$ cat src/lcd_clock_pkg.sv
`default_nettype none

package lcd_clock_pkg;

	typedef struct packed {
		logic [3:0] hour_tens; // 0..2
		logic [3:0] hour_ones; // 0..9, 0..3 when tens is 2
		logic [3:0] min_tens;  // 0..5
		logic [3:0] min_ones;  // 0..9
		logic [3:0] sec_tens;  // 0..5
		logic [3:0] sec_ones;  // 0..9
	} bcd_time_t;

	typedef struct packed {
		logic set_sec;  // one cycle per debounced press
		logic set_min;
		logic set_hour;
	} key_event_t;

	typedef struct packed {
		logic       rs;   // 0 command, 1 character
		logic [7:0] data;
	} lcd_byte_t;

	typedef struct packed {
		logic       rs;
		logic       en;
		logic [7:0] db;
	} lcd_bus_t;

	// hd44780 commands, 8-bit mode
	localparam logic [7:0] LCD_FUNCTION_SET = 8'h38; // 8 bit, 2 lines, 5x8
	localparam logic [7:0] LCD_DISPLAY_ON   = 8'h0C; // display on, no cursor
	localparam logic [7:0] LCD_CLEAR        = 8'h01; // slow, needs the long wait
	localparam logic [7:0] LCD_ENTRY_MODE   = 8'h06; // increment, no shift
	localparam logic [7:0] LCD_LINE1_ADDR   = 8'h80; // ddram address 0

	localparam logic [7:0] ASCII_ZERO  = 8'h30;
	localparam logic [7:0] ASCII_COLON = 8'h3A;

	// en strobe shape in clock cycles, 2 + 3 + 3 = eight phases
	localparam int EN_SETUP_CYCLES = 2;
	localparam int EN_HIGH_CYCLES  = 3;
	localparam int EN_HOLD_CYCLES  = 3;

endpackage

`default_nettype wire

$ cat src/key_debounce.sv
`timescale 1ns/1ns
`default_nettype none

module key_debounce #(
	parameter int DEBOUNCE_CYCLES = 500_000 // 10 ms at 50 MHz
) (
	input  logic                      clk_50M,
	input  logic                      reset_n,
	input  logic [2:0]                keys,    // active low, bit 0 sec, 1 min, 2 hour
	output lcd_clock_pkg::key_event_t presses
);

	localparam int CNT_W = $clog2(DEBOUNCE_CYCLES + 1);

	logic [2:0]       sync_1;          // first sync stage
	logic [2:0]       sync_2;          // second sync stage
	logic [2:0]       level;           // debounced level, 1 = released
	logic [2:0]       level_d;         // level one cycle late, for edge detect
	logic [CNT_W-1:0] stable_cnt [3];  // cycles the raw key has differed from level

	always_ff @(posedge clk_50M or negedge reset_n)
	begin
		if (!reset_n)
		begin
			sync_1  <= 3'b111; // keys read as released
			sync_2  <= 3'b111;
			level   <= 3'b111;
			level_d <= 3'b111;
			presses <= '0;
			for (int i = 0; i < 3; i++)
			begin
				stable_cnt[i] <= '0;
			end
		end
		else
		begin
			sync_1  <= keys;
			sync_2  <= sync_1;
			level_d <= level;
			for (int i = 0; i < 3; i++)
			begin
				if (sync_2[i] == level[i])
					stable_cnt[i] <= '0; // bounce back, start over
				else if (stable_cnt[i] == CNT_W'(DEBOUNCE_CYCLES - 1))
				begin
					level[i]      <= sync_2[i]; // stable long enough
					stable_cnt[i] <= '0;
				end
				else
					stable_cnt[i] <= stable_cnt[i] + 1'b1;
			end
			// falling debounced level gives a press, one cycle after the fall
			presses.set_sec  <= level_d[0] & ~level[0];
			presses.set_min  <= level_d[1] & ~level[1];
			presses.set_hour <= level_d[2] & ~level[2];
		end
	end

endmodule

`default_nettype wire

$ cat src/time_keeper.sv
`timescale 1ns/1ns
`default_nettype none

module time_keeper #(
	parameter int TICK_CYCLES = 50_000_000 // one second at 50 MHz
) (
	input  logic                      clk_50M,
	input  logic                      reset_n,
	input  lcd_clock_pkg::key_event_t presses,
	output lcd_clock_pkg::bcd_time_t  now_time
);
	import lcd_clock_pkg::*;

	localparam int PRESC_W = $clog2(TICK_CYCLES + 1);

	logic [PRESC_W-1:0] presc;     // one-second prescaler
	logic               tick;
	key_event_t         pending;   // press that met a tick
	key_event_t         req;       // pending plus new presses
	key_event_t         sel;       // single press after priority
	logic [7:0]         sec_pair;  // {tens, ones}
	logic [7:0]         min_pair;
	logic [7:0]         hour_pair;

	// 00..59 step, wraps without carry out
	function automatic logic [7:0] inc_sexa(input logic [7:0] pair);
		if (pair[3:0] != 4'd9)
			return {pair[7:4], pair[3:0] + 4'd1};
		else if (pair[7:4] != 4'd5)
			return {pair[7:4] + 4'd1, 4'd0};
		else
			return 8'h00;
	endfunction

	// 00..23 step
	function automatic logic [7:0] inc_hour(input logic [7:0] pair);
		if (pair == 8'h23)
			return 8'h00;
		else if (pair[3:0] == 4'd9)
			return {pair[7:4] + 4'd1, 4'd0};
		else
			return {pair[7:4], pair[3:0] + 4'd1};
	endfunction

	assign tick      = (presc == PRESC_W'(TICK_CYCLES - 1));
	assign sec_pair  = {now_time.sec_tens, now_time.sec_ones};
	assign min_pair  = {now_time.min_tens, now_time.min_ones};
	assign hour_pair = {now_time.hour_tens, now_time.hour_ones};

	always_comb
	begin
		req = pending | presses;
		sel = '0;
		if (req.set_sec)
			sel.set_sec = 1'b1; // seconds win
		else if (req.set_min)
			sel.set_min = 1'b1;
		else if (req.set_hour)
			sel.set_hour = 1'b1;
	end

	always_ff @(posedge clk_50M or negedge reset_n)
	begin
		if (!reset_n)
		begin
			presc    <= '0;
			pending  <= '0;
			now_time <= '0; // 00:00:00
		end
		else
		begin
			presc <= tick ? '0 : presc + 1'b1;
			if (tick)
			begin
				pending <= sel; // press waits one cycle for the tick
				{now_time.sec_tens, now_time.sec_ones} <= inc_sexa(sec_pair);
				if (sec_pair == 8'h59)
				begin
					{now_time.min_tens, now_time.min_ones} <= inc_sexa(min_pair);
					if (min_pair == 8'h59)
						{now_time.hour_tens, now_time.hour_ones} <= inc_hour(hour_pair);
				end
			end
			else
			begin
				pending <= '0;
				if (sel.set_sec)
					{now_time.sec_tens, now_time.sec_ones} <= inc_sexa(sec_pair);
				else if (sel.set_min)
					{now_time.min_tens, now_time.min_ones} <= inc_sexa(min_pair);
				else if (sel.set_hour)
					{now_time.hour_tens, now_time.hour_ones} <= inc_hour(hour_pair);
			end
		end
	end

endmodule

`default_nettype wire

$ cat src/lcd_sequencer.sv
`timescale 1ns/1ns
`default_nettype none

module lcd_sequencer #(
	parameter int POWER_ON_CYCLES = 2_000_000 // 40 ms at 50 MHz
) (
	input  logic                     clk_50M,
	input  logic                     reset_n,
	input  lcd_clock_pkg::bcd_time_t now_time,
	output lcd_clock_pkg::lcd_byte_t byte_data,
	output logic                     byte_valid,
	input  logic                     byte_ready
);
	import lcd_clock_pkg::*;

	localparam int PWR_W = $clog2(POWER_ON_CYCLES + 1);

	typedef enum logic [1:0] {
		PH_POWER, // lcd power-on wait
		PH_INIT,  // four init commands
		PH_ADDR,  // line 1 address
		PH_CHAR   // eight characters
	} phase_t;

	phase_t           phase;
	logic [PWR_W-1:0] power_cnt;
	logic [2:0]       step;       // init command or character index
	bcd_time_t        frame_time; // time shown by the current frame
	logic             power_done;
	logic             xfer;

	function automatic logic [7:0] init_cmd(input logic [1:0] idx);
		case (idx)
			2'd0:    return LCD_FUNCTION_SET;
			2'd1:    return LCD_DISPLAY_ON;
			2'd2:    return LCD_CLEAR;
			default: return LCD_ENTRY_MODE;
		endcase
	endfunction

	// H H : M M : S S
	function automatic logic [7:0] frame_char(input bcd_time_t t, input logic [2:0] idx);
		case (idx)
			3'd0:    return ASCII_ZERO + {4'd0, t.hour_tens};
			3'd1:    return ASCII_ZERO + {4'd0, t.hour_ones};
			3'd3:    return ASCII_ZERO + {4'd0, t.min_tens};
			3'd4:    return ASCII_ZERO + {4'd0, t.min_ones};
			3'd6:    return ASCII_ZERO + {4'd0, t.sec_tens};
			3'd7:    return ASCII_ZERO + {4'd0, t.sec_ones};
			default: return ASCII_COLON;
		endcase
	endfunction

	assign power_done = (phase == PH_POWER) && (power_cnt == PWR_W'(POWER_ON_CYCLES - 1));
	assign xfer       = byte_valid && byte_ready;

	always_ff @(posedge clk_50M or negedge reset_n)
	begin
		if (!reset_n)
		begin
			phase      <= PH_POWER;
			power_cnt  <= '0;
			step       <= '0;
			byte_valid <= 1'b0;
		end
		else if (power_done)
		begin
			phase      <= PH_INIT;
			step       <= '0;
			byte_valid <= 1'b1; // valid from here on, bytes back to back
		end
		else if (phase == PH_POWER)
			power_cnt <= power_cnt + 1'b1;
		else if (xfer)
		begin
			case (phase)
				PH_INIT:
				begin
					step  <= (step == 3'd3) ? 3'd0 : step + 3'd1;
					phase <= (step == 3'd3) ? PH_ADDR : PH_INIT;
				end
				PH_ADDR:
				begin
					step  <= '0;
					phase <= PH_CHAR;
				end
				default:
				begin
					step  <= step + 3'd1; // wraps to 0 after the last char
					phase <= (step == 3'd7) ? PH_ADDR : PH_CHAR;
				end
			endcase
		end
	end

	// next byte set up at each transfer
	always_ff @(posedge clk_50M)
	begin
		if (power_done)
			byte_data <= '{rs: 1'b0, data: init_cmd(2'd0)};
		else if (xfer)
		begin
			case (phase)
				PH_INIT:
					if (step == 3'd3)
						byte_data <= '{rs: 1'b0, data: LCD_LINE1_ADDR};
					else
						byte_data <= '{rs: 1'b0, data: init_cmd(step[1:0] + 2'd1)};
				PH_ADDR:
				begin
					frame_time <= now_time; // frozen for the whole frame
					byte_data  <= '{rs: 1'b1, data: frame_char(now_time, 3'd0)};
				end
				PH_CHAR:
					if (step == 3'd7)
						byte_data <= '{rs: 1'b0, data: LCD_LINE1_ADDR};
					else
						byte_data <= '{rs: 1'b1, data: frame_char(frame_time, step + 3'd1)};
				default:
					byte_data <= byte_data;
			endcase
		end
	end

endmodule

`default_nettype wire

$ cat src/lcd_bus_writer.sv
`timescale 1ns/1ns
`default_nettype none

module lcd_bus_writer #(
	parameter int CMD_WAIT_CYCLES   = 2_500,  // 50 us
	parameter int CLEAR_WAIT_CYCLES = 90_000  // 1.8 ms for clear
) (
	input  logic                     clk_50M,
	input  logic                     reset_n,
	input  lcd_clock_pkg::lcd_byte_t byte_data,
	input  logic                     byte_valid,
	output logic                     byte_ready,
	output lcd_clock_pkg::lcd_bus_t  lcd_bus
);
	import lcd_clock_pkg::*;

	localparam int STROBE_LEN = EN_SETUP_CYCLES + EN_HIGH_CYCLES + EN_HOLD_CYCLES;
	localparam int PH_W       = $clog2(STROBE_LEN);
	localparam int WAIT_MAX   = (CLEAR_WAIT_CYCLES > CMD_WAIT_CYCLES) ?
		CLEAR_WAIT_CYCLES : CMD_WAIT_CYCLES;
	localparam int WAIT_W     = $clog2(WAIT_MAX + 1);

	typedef enum logic [1:0] {
		ST_IDLE,   // ready for a byte
		ST_STROBE, // setup, en high, hold
		ST_WAIT    // lcd executes the byte
	} wr_state_t;

	wr_state_t         state;
	logic [PH_W-1:0]   phase_cnt;
	logic [PH_W-1:0]   phase_next;
	logic [WAIT_W-1:0] wait_cnt;
	logic [WAIT_W-1:0] wait_last;  // last wait cycle for this byte
	logic              clear_q;    // byte was the clear command
	logic              xfer;

	assign byte_ready = (state == ST_IDLE);
	assign xfer       = byte_valid && byte_ready;
	assign phase_next = phase_cnt + 1'b1;
	assign wait_last  = clear_q ? WAIT_W'(CLEAR_WAIT_CYCLES - 1) : WAIT_W'(CMD_WAIT_CYCLES - 1);

	always_ff @(posedge clk_50M or negedge reset_n)
	begin
		if (!reset_n)
		begin
			state     <= ST_IDLE;
			phase_cnt <= '0;
			wait_cnt  <= '0;
			clear_q   <= 1'b0;
			lcd_bus   <= '0;
		end
		else
		begin
			case (state)
				ST_IDLE:
					if (xfer)
					begin
						lcd_bus.rs <= byte_data.rs; // held until next byte
						lcd_bus.db <= byte_data.data;
						lcd_bus.en <= 1'b0;
						clear_q    <= !byte_data.rs && (byte_data.data == LCD_CLEAR);
						phase_cnt  <= '0;
						state      <= ST_STROBE;
					end
				ST_STROBE:
				begin
					phase_cnt  <= phase_next;
					// en high in the middle phases only
					lcd_bus.en <= (phase_next >= PH_W'(EN_SETUP_CYCLES)) &&
						(phase_next < PH_W'(EN_SETUP_CYCLES + EN_HIGH_CYCLES));
					if (phase_cnt == PH_W'(STROBE_LEN - 1))
					begin
						wait_cnt <= '0;
						state    <= ST_WAIT;
					end
				end
				ST_WAIT:
					if (wait_cnt == wait_last)
						state <= ST_IDLE; // ready in the next cycle
					else
						wait_cnt <= wait_cnt + 1'b1;
				default:
					state <= ST_IDLE;
			endcase
		end
	end

endmodule

`default_nettype wire

$ cat src/lcd_clock.sv
`timescale 1ns/1ns
`default_nettype none

module lcd_clock #(
	parameter int TICK_CYCLES       = 50_000_000, // 1 s
	parameter int DEBOUNCE_CYCLES   = 500_000,    // 10 ms
	parameter int POWER_ON_CYCLES   = 2_000_000,  // 40 ms
	parameter int CMD_WAIT_CYCLES   = 2_500,      // 50 us
	parameter int CLEAR_WAIT_CYCLES = 90_000      // 1.8 ms
) (
	input  logic                    clk_50M,
	input  logic                    reset_n,
	input  logic [2:0]              keys,    // active low, sec, min, hour
	output lcd_clock_pkg::lcd_bus_t lcd_bus
);
	import lcd_clock_pkg::*;

	key_event_t presses;
	bcd_time_t  now_time;
	lcd_byte_t  byte_data;
	logic       byte_valid;
	logic       byte_ready;

	key_debounce #(.DEBOUNCE_CYCLES(DEBOUNCE_CYCLES)) key_debounce_i (
		.clk_50M (clk_50M),
		.reset_n (reset_n),
		.keys    (keys),
		.presses (presses)
	);

	time_keeper #(.TICK_CYCLES(TICK_CYCLES)) time_keeper_i (
		.clk_50M  (clk_50M),
		.reset_n  (reset_n),
		.presses  (presses),
		.now_time (now_time)
	);

	lcd_sequencer #(.POWER_ON_CYCLES(POWER_ON_CYCLES)) lcd_sequencer_i (
		.clk_50M    (clk_50M),
		.reset_n    (reset_n),
		.now_time   (now_time),
		.byte_data  (byte_data),
		.byte_valid (byte_valid),
		.byte_ready (byte_ready)
	);

	lcd_bus_writer #(
		.CMD_WAIT_CYCLES   (CMD_WAIT_CYCLES),
		.CLEAR_WAIT_CYCLES (CLEAR_WAIT_CYCLES)
	) lcd_bus_writer_i (
		.clk_50M    (clk_50M),
		.reset_n    (reset_n),
		.byte_data  (byte_data),
		.byte_valid (byte_valid),
		.byte_ready (byte_ready),
		.lcd_bus    (lcd_bus)
	);

endmodule

`default_nettype wire

$ cat config.mk
export PLATFORM = sky130hd
export DESIGN_NAME = lcd_clock
export DESIGN_NICKNAME = d
export VERILOG_FILES = /design/src/lcd_clock_pkg.sv /design/src/key_debounce.sv /design/src/time_keeper.sv /design/src/lcd_sequencer.sv /design/src/lcd_bus_writer.sv /design/src/lcd_clock.sv
export SDC_FILE = /design/constraint.sdc
export NUM_CORES = 1
export LEC_CHECK = 0
export ABC_AREA = 1
export BUFFER_PORTS_ARGS = -buffer_cell sky130_fd_sc_hd__buf_4
export CAP_MARGIN = 40
export CORE_ASPECT_RATIO = 0.75
export CORE_UTILIZATION = 64
export CTS_CLUSTER_SIZE = 12
export DETAILED_ROUTE_END_ITERATION = 16
export HOLD_SLACK_MARGIN = 0.12
export PLACE_DENSITY = 0.82
export SLEW_MARGIN = 20
export SYNTH_ARGS = -nofsm -noshare
export SYNTH_HDL_FRONTEND = slang
export SYNTH_SLANG_ARGS = --single-unit
$ cat constraint.sdc
create_clock -name clk_50M -period 7.1 [get_ports clk_50M]
set_input_delay 0.355 -clock clk_50M [delete_from_list [all_inputs] [get_ports clk_50M]]
set_output_delay 0.355 -clock clk_50M [all_outputs]
set_load 0.05 [all_outputs]
==> results of run 1 <==
cell type report:
type,instances,share of cell area (%)
clock buffers,36,5.04
clock inverters,2,0.0784
inverters,185,5.46
multi-input cells,1089,42.6
flip-flops and latches,214,42.7
well taps,242,2.37
repair buffers,21,1.70
logic make-up after synthesis:
family,count (synthesis)
xor gates and xnor gates,65
other,1
and+or+nand+nor,892
adders and majority gates,29
AOI/OAI and AO/OA,102
buffers and inverters,202
DFF,214
routing by layer:
| metal | routed length (microns) | vias up | global-route usage, % |
|---|---|---|---|
| met5 | 0 | - | 0 |
| met4 | 327 | 0 | 5.05 |
| met3 | 1310 | 28 | 3.71 |
| met2 | 10400 | 280 | 41.1 |
| met1 | 12100 | 4535 | 41.1 |
| li1 | - | 4908 | - |
sequential cells by signal, indices dropped and copies added (netlist names), 7 cells and up:
register	count
lcd_bus_writer_i.wait_cnt	17
lcd_sequencer_i.frame_time	24
time_keeper_i.presc	26
lcd_sequencer_i.power_cnt	21
key_debounce_i.stable_cnt	57
lcd_sequencer_i.byte_data	7
lcd_bus_writer_i.lcd_bus	8
time_keeper_i.now_time	24
how the worst max path moves through the flow:
stage | startpoint | end | slack, ns
after floorplan | lcd_bus_writer_i.state[0] | lcd_sequencer_i.frame_time[0] | 4.60
after global placement | lcd_bus_writer_i.state[0] | lcd_sequencer_i.frame_time[15] | 4.78
after detailed placement | lcd_sequencer_i.power_cnt[0] | lcd_sequencer_i.byte_data[8] | 4.96
after CTS | lcd_sequencer_i.power_cnt[0] | lcd_sequencer_i.byte_data[8] | 4.92
after global routing | lcd_sequencer_i.power_cnt[0] | lcd_sequencer_i.byte_data[8] | 4.67
final | lcd_sequencer_i.power_cnt[0] | lcd_sequencer_i.byte_data[8] | 4.91
critical path, delay by kind of cell (launching register included):
kind,cells,cell delay (ns)
AND/OR/NAND/NOR,4,1.18
flip-flops,1,0.45
adder cells (fa/ha/maj),1,0.32
AO/OA/AOI/OAI,1,0.11
timing repair:
item / CTS / global route
setup buffers: 0 / 0
endpoints found under the hold margin: 98 / 0
hold buffers: 4 / 0
stage by stage:
step | power (uW) | cells | setup slack (ns) | utilization, %
floorplan | 1280 | 1505 | 4.60 | -
global placement | 1310 | 1744 | 4.78 | 67.6
detailed placement | 1310 | 1746 | 4.96 | 67.9
CTS | 2380 | 1788 | 4.92 | 71.8
global route | 2440 | 1789 | 4.67 | 71.9
finish | 2360 | 1789 | 4.91 | 71.9
report_power, final:
| group | total (uW) | leakage [uW] | switching [uW] | internal, uW |
|---|---|---|---|---|
| clock network | 1070 | 0.000319 | 449 | 616 |
| logic | 44.8 | 0.00254 | 33.5 | 11.3 |
| registers | 1250 | 0.00270 | 5.03 | 1240 |
Yosys cell counts (3+ instances only):
cell type	n	area, sq um
o21ai_1	4	20.0
a211oi_1	4	30.0
clkbuf_1	7	26.3
or2_2	5	31.3
a21o_1	3	22.5
a31oi_1	3	18.8
a21oi_1	16	80.1
nand3_1	107	536
inv_1	181	679
buf_4	4	30.0
nand2_2	3	18.8
nor2_1	235	882
o21ai_0	53	265
o21ai_2	6	52.6
nand4_1	61	382
nand3b_1	12	90.1
nand3_2	6	60.1
edfxtp_1	24	721
nor2_2	3	18.8
xor2_1	53	464
nand2_4	8	90.1
xnor2_1	12	105
ha_1	29	363
o211ai_1	3	22.5
nor3_1	54	270
o21bai_1	3	22.5
nor3_2	3	30.0
dfrtp_1	171	4280
dfstp_2	12	315
nand2_1	389	1460
buf_6	4	45.0
dfxtp_1	7	140
layout by cell type, fill, tap and decap left out, types with 4 or more instances in the layout:
cell,instances
nand4_1,61
a211oi_1,4
nand2_1,389
o21ai_2,6
ha_1,29
xnor2_1,12
nand3b_1,12
inv_1,181
dfrtp_1,171
nor2_1,234
nand2_4,8
dfstp_2,12
clkbuf_1,11
a21oi_1,16
o21ai_1,4
xor2_1,53
dfxtp_1,7
edfxtp_1,24
clkbuf_16,23
or2_2,5
nor3_1,54
dlygate4sd3_1,4
nand3_2,6
nor2_2,4
nand3_1,107
buf_4,13
o21ai_0,53
==> impl_metrics.env, run 1 <==
export IMPL_outcome="complete, no violations"
export IMPL_design_area_sq_mm=0.0128
export IMPL_postRouteAntennaNets=0
export IMPL_yosysWarnings=0
export IMPL_tightest_slew_ns=0.691
export IMPL_power_leakage_uw=0.00556
export IMPL_min_period_over_period_pct=30.8
export IMPL_clock_skew_final_ns=0.0156
export IMPL_r2r_start="lcd_sequencer_i.power_cnt[0]"
export IMPL_hpwl_microns=17200
export IMPL_yosys_area_share_simple_pct=33.4
export IMPL_drive_gt1_share_pct=6.14
export IMPL_top_level_ports=15
export IMPL_finalNetCount=1567
export IMPL_via_per_inst=5.45
export IMPL_worst_skew_pair_late_latency_ns=0.50
export IMPL_grt_remaining_overflow=0
export IMPL_multiInputGateArea_sq_mm=0.00545
export IMPL_antennaDiodeCount=0
export IMPL_path_class="flop to flop"
export IMPL_track_usage_pct=26.9
export IMPL_synth_edf_count=24
export IMPL_syn_to_final_growth_pct=9.10
export IMPL_cp_data_required_time_ns=7.47
export IMPL_min_path_type="input pin to asynchronous set/reset pin"
export IMPL_synth_fa_ha_area_share_pct=3.10
export IMPL_postCtsResizedCells=0
export IMPL_drc=0
export IMPL_gp_congestion=0.973
export IMPL_clk_pin_slew_ns=0.06
export IMPL_setup_viol=0
export IMPL_drv_cap=0
export IMPL_fillers=1425
export IMPL_root_buffer="clkbuf_16"
export IMPL_ir_worst_vdd_v=0.000239
export IMPL_synth_net_count=1539
export IMPL_htree_levels=1
export IMPL_placed_area_sq_mm=0.0121
export IMPL_dieArea_sq_mm=0.0188
export IMPL_cellPowerDensity_mw_per_mm2=185
export IMPL_die_w_microns=158
export IMPL_die_h_microns=119
export IMPL_cts_tree="yes"
export IMPL_synthDistinctLibCells=48
export IMPL_async_reset_ff_share_pct=85.5
export IMPL_max_freq_mhz=458
export IMPL_fin_setup_tns_ns=0
export IMPL_cts_sinks=214
export IMPL_cp_cell_sequence="ha_1 -> nand2_1 -> nor3_2 -> nand4_1 -> nand3_1 -> o21ai_0"
export IMPL_max_slew_margin_pct=53.8
export IMPL_synth_top_family_by_area="simple AND/OR/NAND/NOR gates"
export IMPL_hold_viol_final=0
export IMPL_cts_buffers=22
export IMPL_io_buffers=13
export IMPL_register_area_sq_mm=0.00546
export IMPL_synth_compound_area_share_pct=5.09
export IMPL_wirelength_microns=24200
export IMPL_synth_seq_area_share_pct=46.6
export IMPL_drt_pass1_iter_count=5
export IMPL_row_count=42
export IMPL_synth_area_per_cell_sq_um=7.78
export IMPL_crit_fanout=13
export IMPL_holdWs_ns=0.254
export IMPL_first_global_vias=9030
export IMPL_synthXorXnorAreaFrac_pct=4.86
export IMPL_worst_path_largest_cell_delay_ns=0.54
export IMPL_core_area_sq_mm=0.0178
export IMPL_rsz0062_at_grt="no"
export IMPL_min_period_ns=2.19
export IMPL_synthFlopType="dfrtp_1"
export IMPL_first_iter_violations=935
export IMPL_r2r_end="lcd_sequencer_i.byte_data[8]"
export IMPL_worstSetupStartpointType="flop"
export IMPL_antenna_found_initial=0
export IMPL_synth_seq_cells=214
export IMPL_clockBufferDepth=3
export IMPL_arrival_ns=2.55
export IMPL_grt_max_degree=105
export IMPL_syn_cell_area_sq_mm=0.0117
export IMPL_initial_utilization_pct=65.9
export IMPL_crit_path_end_kind="flop"
export IMPL_r2r_slack_ns=4.91
export IMPL_worst_r2r_cell_count=6
export IMPL_cp_slowest_cell="nand4_1"
export IMPL_vias=9751
export IMPL_synthMuxAreaShare_pct=0
export IMPL_grt_pass1_wl_microns=41700
export IMPL_synthCells=1505
export IMPL_wl_per_cell_microns=13.5
export IMPL_drv_slew=0
(Power assumes the default switching activity.)
==> run 2: changes to the inputs <==
--- a/config.mk
+++ b/config.mk
@@ -5,15 +5,15 @@
 export SDC_FILE = /design/constraint.sdc
 export NUM_CORES = 1
 export LEC_CHECK = 0
-export ABC_AREA = 1
+export ABC_AREA = 0
 export BUFFER_PORTS_ARGS = -buffer_cell sky130_fd_sc_hd__buf_4
 export CAP_MARGIN = 40
 export CORE_ASPECT_RATIO = 0.75
-export CORE_UTILIZATION = 64
+export CORE_UTILIZATION = 63
 export CTS_CLUSTER_SIZE = 12
 export DETAILED_ROUTE_END_ITERATION = 16
 export HOLD_SLACK_MARGIN = 0.12
-export PLACE_DENSITY = 0.82
+export PLACE_DENSITY = 0.81
 export SLEW_MARGIN = 20
 export SYNTH_ARGS = -nofsm -noshare
 export SYNTH_HDL_FRONTEND = slang
==> constraint.sdc (replaced) <==
create_clock -name clk_50M -period 2.1 [get_ports clk_50M]
set_input_delay 0.105 -clock clk_50M [delete_from_list [all_inputs] [get_ports clk_50M]]
set_output_delay 0.105 -clock clk_50M [all_outputs]
set_load 0.05 [all_outputs]
==> run 2 against run 1 <==
Compared with the run above:
- first-iteration DRC count is 32% lower
- core utilization is 5.8 points higher
- synthesized area is 15% lower
- critical path type unchanged
- sequential share of layout area is 3.1 points higher
- largest cell class unchanged
- the run now ends with negative setup slack left
- via count is 25% lower
==> impl_metrics.env, run 2 <==
export IMPL_layout_common_cells="dfrtp_1, nor2_1, buf_4, xnor2_1, nand2_1"
export IMPL_cp_data_required_time_ns=2.51
export IMPL_tightest_slew_ns=0.771
export IMPL_synth_seq_area_share_pct=54.8
export IMPL_yosys_top_cells_count="dfrtp_1, nor2_1, xnor2_1, nand2_1, nand3_1"
export IMPL_synth_net_count=961
export IMPL_root_buffer="clkbuf_16"
export IMPL_reg_top3="key_debounce_i.stable_cnt: 57 flops, time_keeper_i.presc: 26 flops"
export IMPL_final_cells=1254
export IMPL_vias=7290
export IMPL_synth_seq_cells=214
export IMPL_hold_viol_final=0
export IMPL_io_buffers=13
export IMPL_wirelength_microns=20700
export IMPL_worstSetupStartpointType="flop"
export IMPL_gp_congestion=0.883
export IMPL_row_count=39
export IMPL_first_iter_violations=636
export IMPL_hpwl_microns=13200
export IMPL_synthDistinctLibCells=68
export IMPL_top_register="key_debounce_i.stable_cnt"
export IMPL_clk_pin_slew_ns=0.06
export IMPL_finalNetCount=1069
export IMPL_drv_cap=0
export IMPL_first_global_vias=7075
export IMPL_antenna_found_initial=0
export IMPL_r2r_start="time_keeper_i.presc[9]"
export IMPL_drv_slew=0
export IMPL_path_class="flop to flop"
export IMPL_worst_skew_pair_late_latency_ns=0.50
export IMPL_track_usage_pct=25.3
export IMPL_top_level_ports=15
export IMPL_outcome="finished, violations left"
export IMPL_ir_worst_vdd_v=0.000726
export IMPL_die_w_microns=147
export IMPL_fin_setup_tns_ns=-0.528
export IMPL_grt_remaining_overflow=0
export IMPL_dp_cells=1198
export IMPL_max_slew_margin_pct=48.0
export IMPL_grt_max_degree=78
export IMPL_synth_top_cell_area_share_pct=43.0
export IMPL_min_period_over_period_pct=106
export IMPL_rsz0062_at_grt="yes"
export IMPL_drive_gt1_share_pct=19.4
export IMPL_cts_buffers=22
export IMPL_antennaDiodeCount=0
export IMPL_postRouteAntennaNets=0
export IMPL_cts_sinks=214
export IMPL_min_period_ns=2.22
export IMPL_synthTopCellsByArea="dfrtp_1, edfxtp_1, xnor2_1, nor2_1, xor2_1"
export IMPL_syn_cell_area_sq_mm=0.00995
export IMPL_max_freq_mhz=450
export IMPL_cellPowerDensity_mw_per_mm2=680
export IMPL_clock_skew_final_ns=0.00774
export IMPL_synthFlopType="dfrtp_1"
export IMPL_largest_reg_flops=57
export IMPL_power_leakage_uw=0.00516
export IMPL_arrival_ns=2.63
export IMPL_htree_levels=1
export IMPL_via_per_inst=5.81
export IMPL_setup_viol=10
export IMPL_async_reset_ff_share_pct=85.5
export IMPL_synthCells=927
export IMPL_drt_pass1_iter_count=5
export IMPL_initial_utilization_pct=64.9
export IMPL_crit_fanout=6
export IMPL_yosys_area_top_type="dfrtp_1"
export IMPL_dieArea_sq_mm=0.0163
export IMPL_synth_edf_count=24
export IMPL_postLayoutSetupSlackWorst_ns=-0.124
export IMPL_drc=0
export IMPL_grt_pass1_wl_microns=34000
export IMPL_clockBufferDepth=3
export IMPL_synth_area_per_cell_sq_um=10.7
export IMPL_crit_path_end_kind="flop"
export IMPL_yosysWarnings=0
export IMPL_syn_to_final_growth_pct=19.7
export IMPL_final_common_cell="dfrtp_1"
export IMPL_core_area_sq_mm=0.0153
export IMPL_cp_startpoint="time_keeper_i.presc[9]"
export IMPL_cts_tree="yes"
export IMPL_die_h_microns=111
export IMPL_synth_most_common_cell="dfrtp_1"
export IMPL_violations="negative setup slack"
export IMPL_min_path_type="input pin to asynchronous set/reset pin"
export IMPL_wl_per_cell_microns=16.5
export IMPL_pre_cts_slack_ns=-0.174
-- run 2: cell types whose count changed after synthesis, moves of 21 or more --
cell,before,now
o21ai_0,53,31
nor3_1,54,19
inv_1,181,32
xnor2_1,12,71
nand4_1,61,25
nand2_1,389,67
nor2_1,235,114
nand3_1,107,64
and3_1,0,21
-- run 2: where the power goes --
| group | internal [uW] | switching [uW] | total [uW] |
|---|---|---|---|
| logic | 41.3 | 105 | 146 |
| registers | 4200 | 17.4 | 4220 |
| clock network | 2210 | 1520 | 3730 |
| total | 6450 | 1640 | 8100 |
-- run 2: cell families (layout without fill, tap and decap cells) --
group	count (synthesis)	in the layout	share of synthesized area [%]
AOI/OAI and AO/OA	92	92	5.95
xor gates and xnor gates	115	115	10.1
adders and majority gates	29	29	3.65
buffers and inverters	52	173	2.15
DFF	214	214	54.8
muxes	22	23	2.68
other	1	1	0.0377
and+or+nand+nor	402	402	20.6
-- run 2: metal layers --
layer / wire [microns] / GRT usage, %
met5: 0 / 0
met3: 1030 / 3.54
met1: 9990 / 38.9
met2: 9340 / 38.5
met4: 365 / 5.50
-- run 2: what timing repair did --
action | in CTS | in global routing
pin swaps | 11 | 21
hold buffers | 5 | 0
endpoints found under the setup margin | 36 | 51
setup buffers | 1 | 9
gates cloned | 1 | 1
hold endpoints to repair | 182 | 0
resized for setup | 12 | 42
-- run 2: path summary, 6_finish.rpt --
check | slack (ns) | cells past startpoint | endpoint
max | -0.12 | 6 | time_keeper_i.now_time[22]
min | 0.20 | 3 | time_keeper_i.presc[15]
max reg2reg | -0.12 | 6 | time_keeper_i.now_time[22]
min reg2reg | 0.35 | 0 | key_debounce_i.sync_2[1]
max in group asynchronous | 0.94 | 4 | time_keeper_i.presc[25]
min in group clk_50M | 0.26 | 2 | key_debounce_i.sync_1[1]
-- run 2: stage by stage --
stage / power (uW) / instance area [sq um] / hold WS, ns / utilization [%]
finish: 8100 / 11900 / 0.196 / 77.7
global route: 8360 / 11900 / 0.247 / 77.7
CTS: 8140 / 11600 / 0.220 / 76.0
detailed placement: 4430 / 10800 / -0.00573 / 70.8
global placement: 4430 / 10800 / -0.00693 / 70.8
floorplan: 4340 / 9980 / -0.191 / -
-- run 2: final cells by class --
| type | count | area (sq um) |
|---|---|---|
| Sequential cell | 214 | 5460 |
| Multi-Input combinational cell | 662 | 4520 |
| Fill cell | 948 | 3410 |
| Timing Repair Buffer | 103 | 878 |
| Clock buffer | 36 | 644 |
| Tap cell | 205 | 256 |
| Inverter | 32 | 120 |
| Clock inverter | 2 | 35.0 |
-- run 2: critical path: stages, from the launching register on --
cell	delay, ns
dfrtp_1	0.40
nor4bb_1	0.33
nand4_1	0.17
or3_4	0.49
mux2i_4	0.30
nand3_2	0.19
xnor2_2	0.24
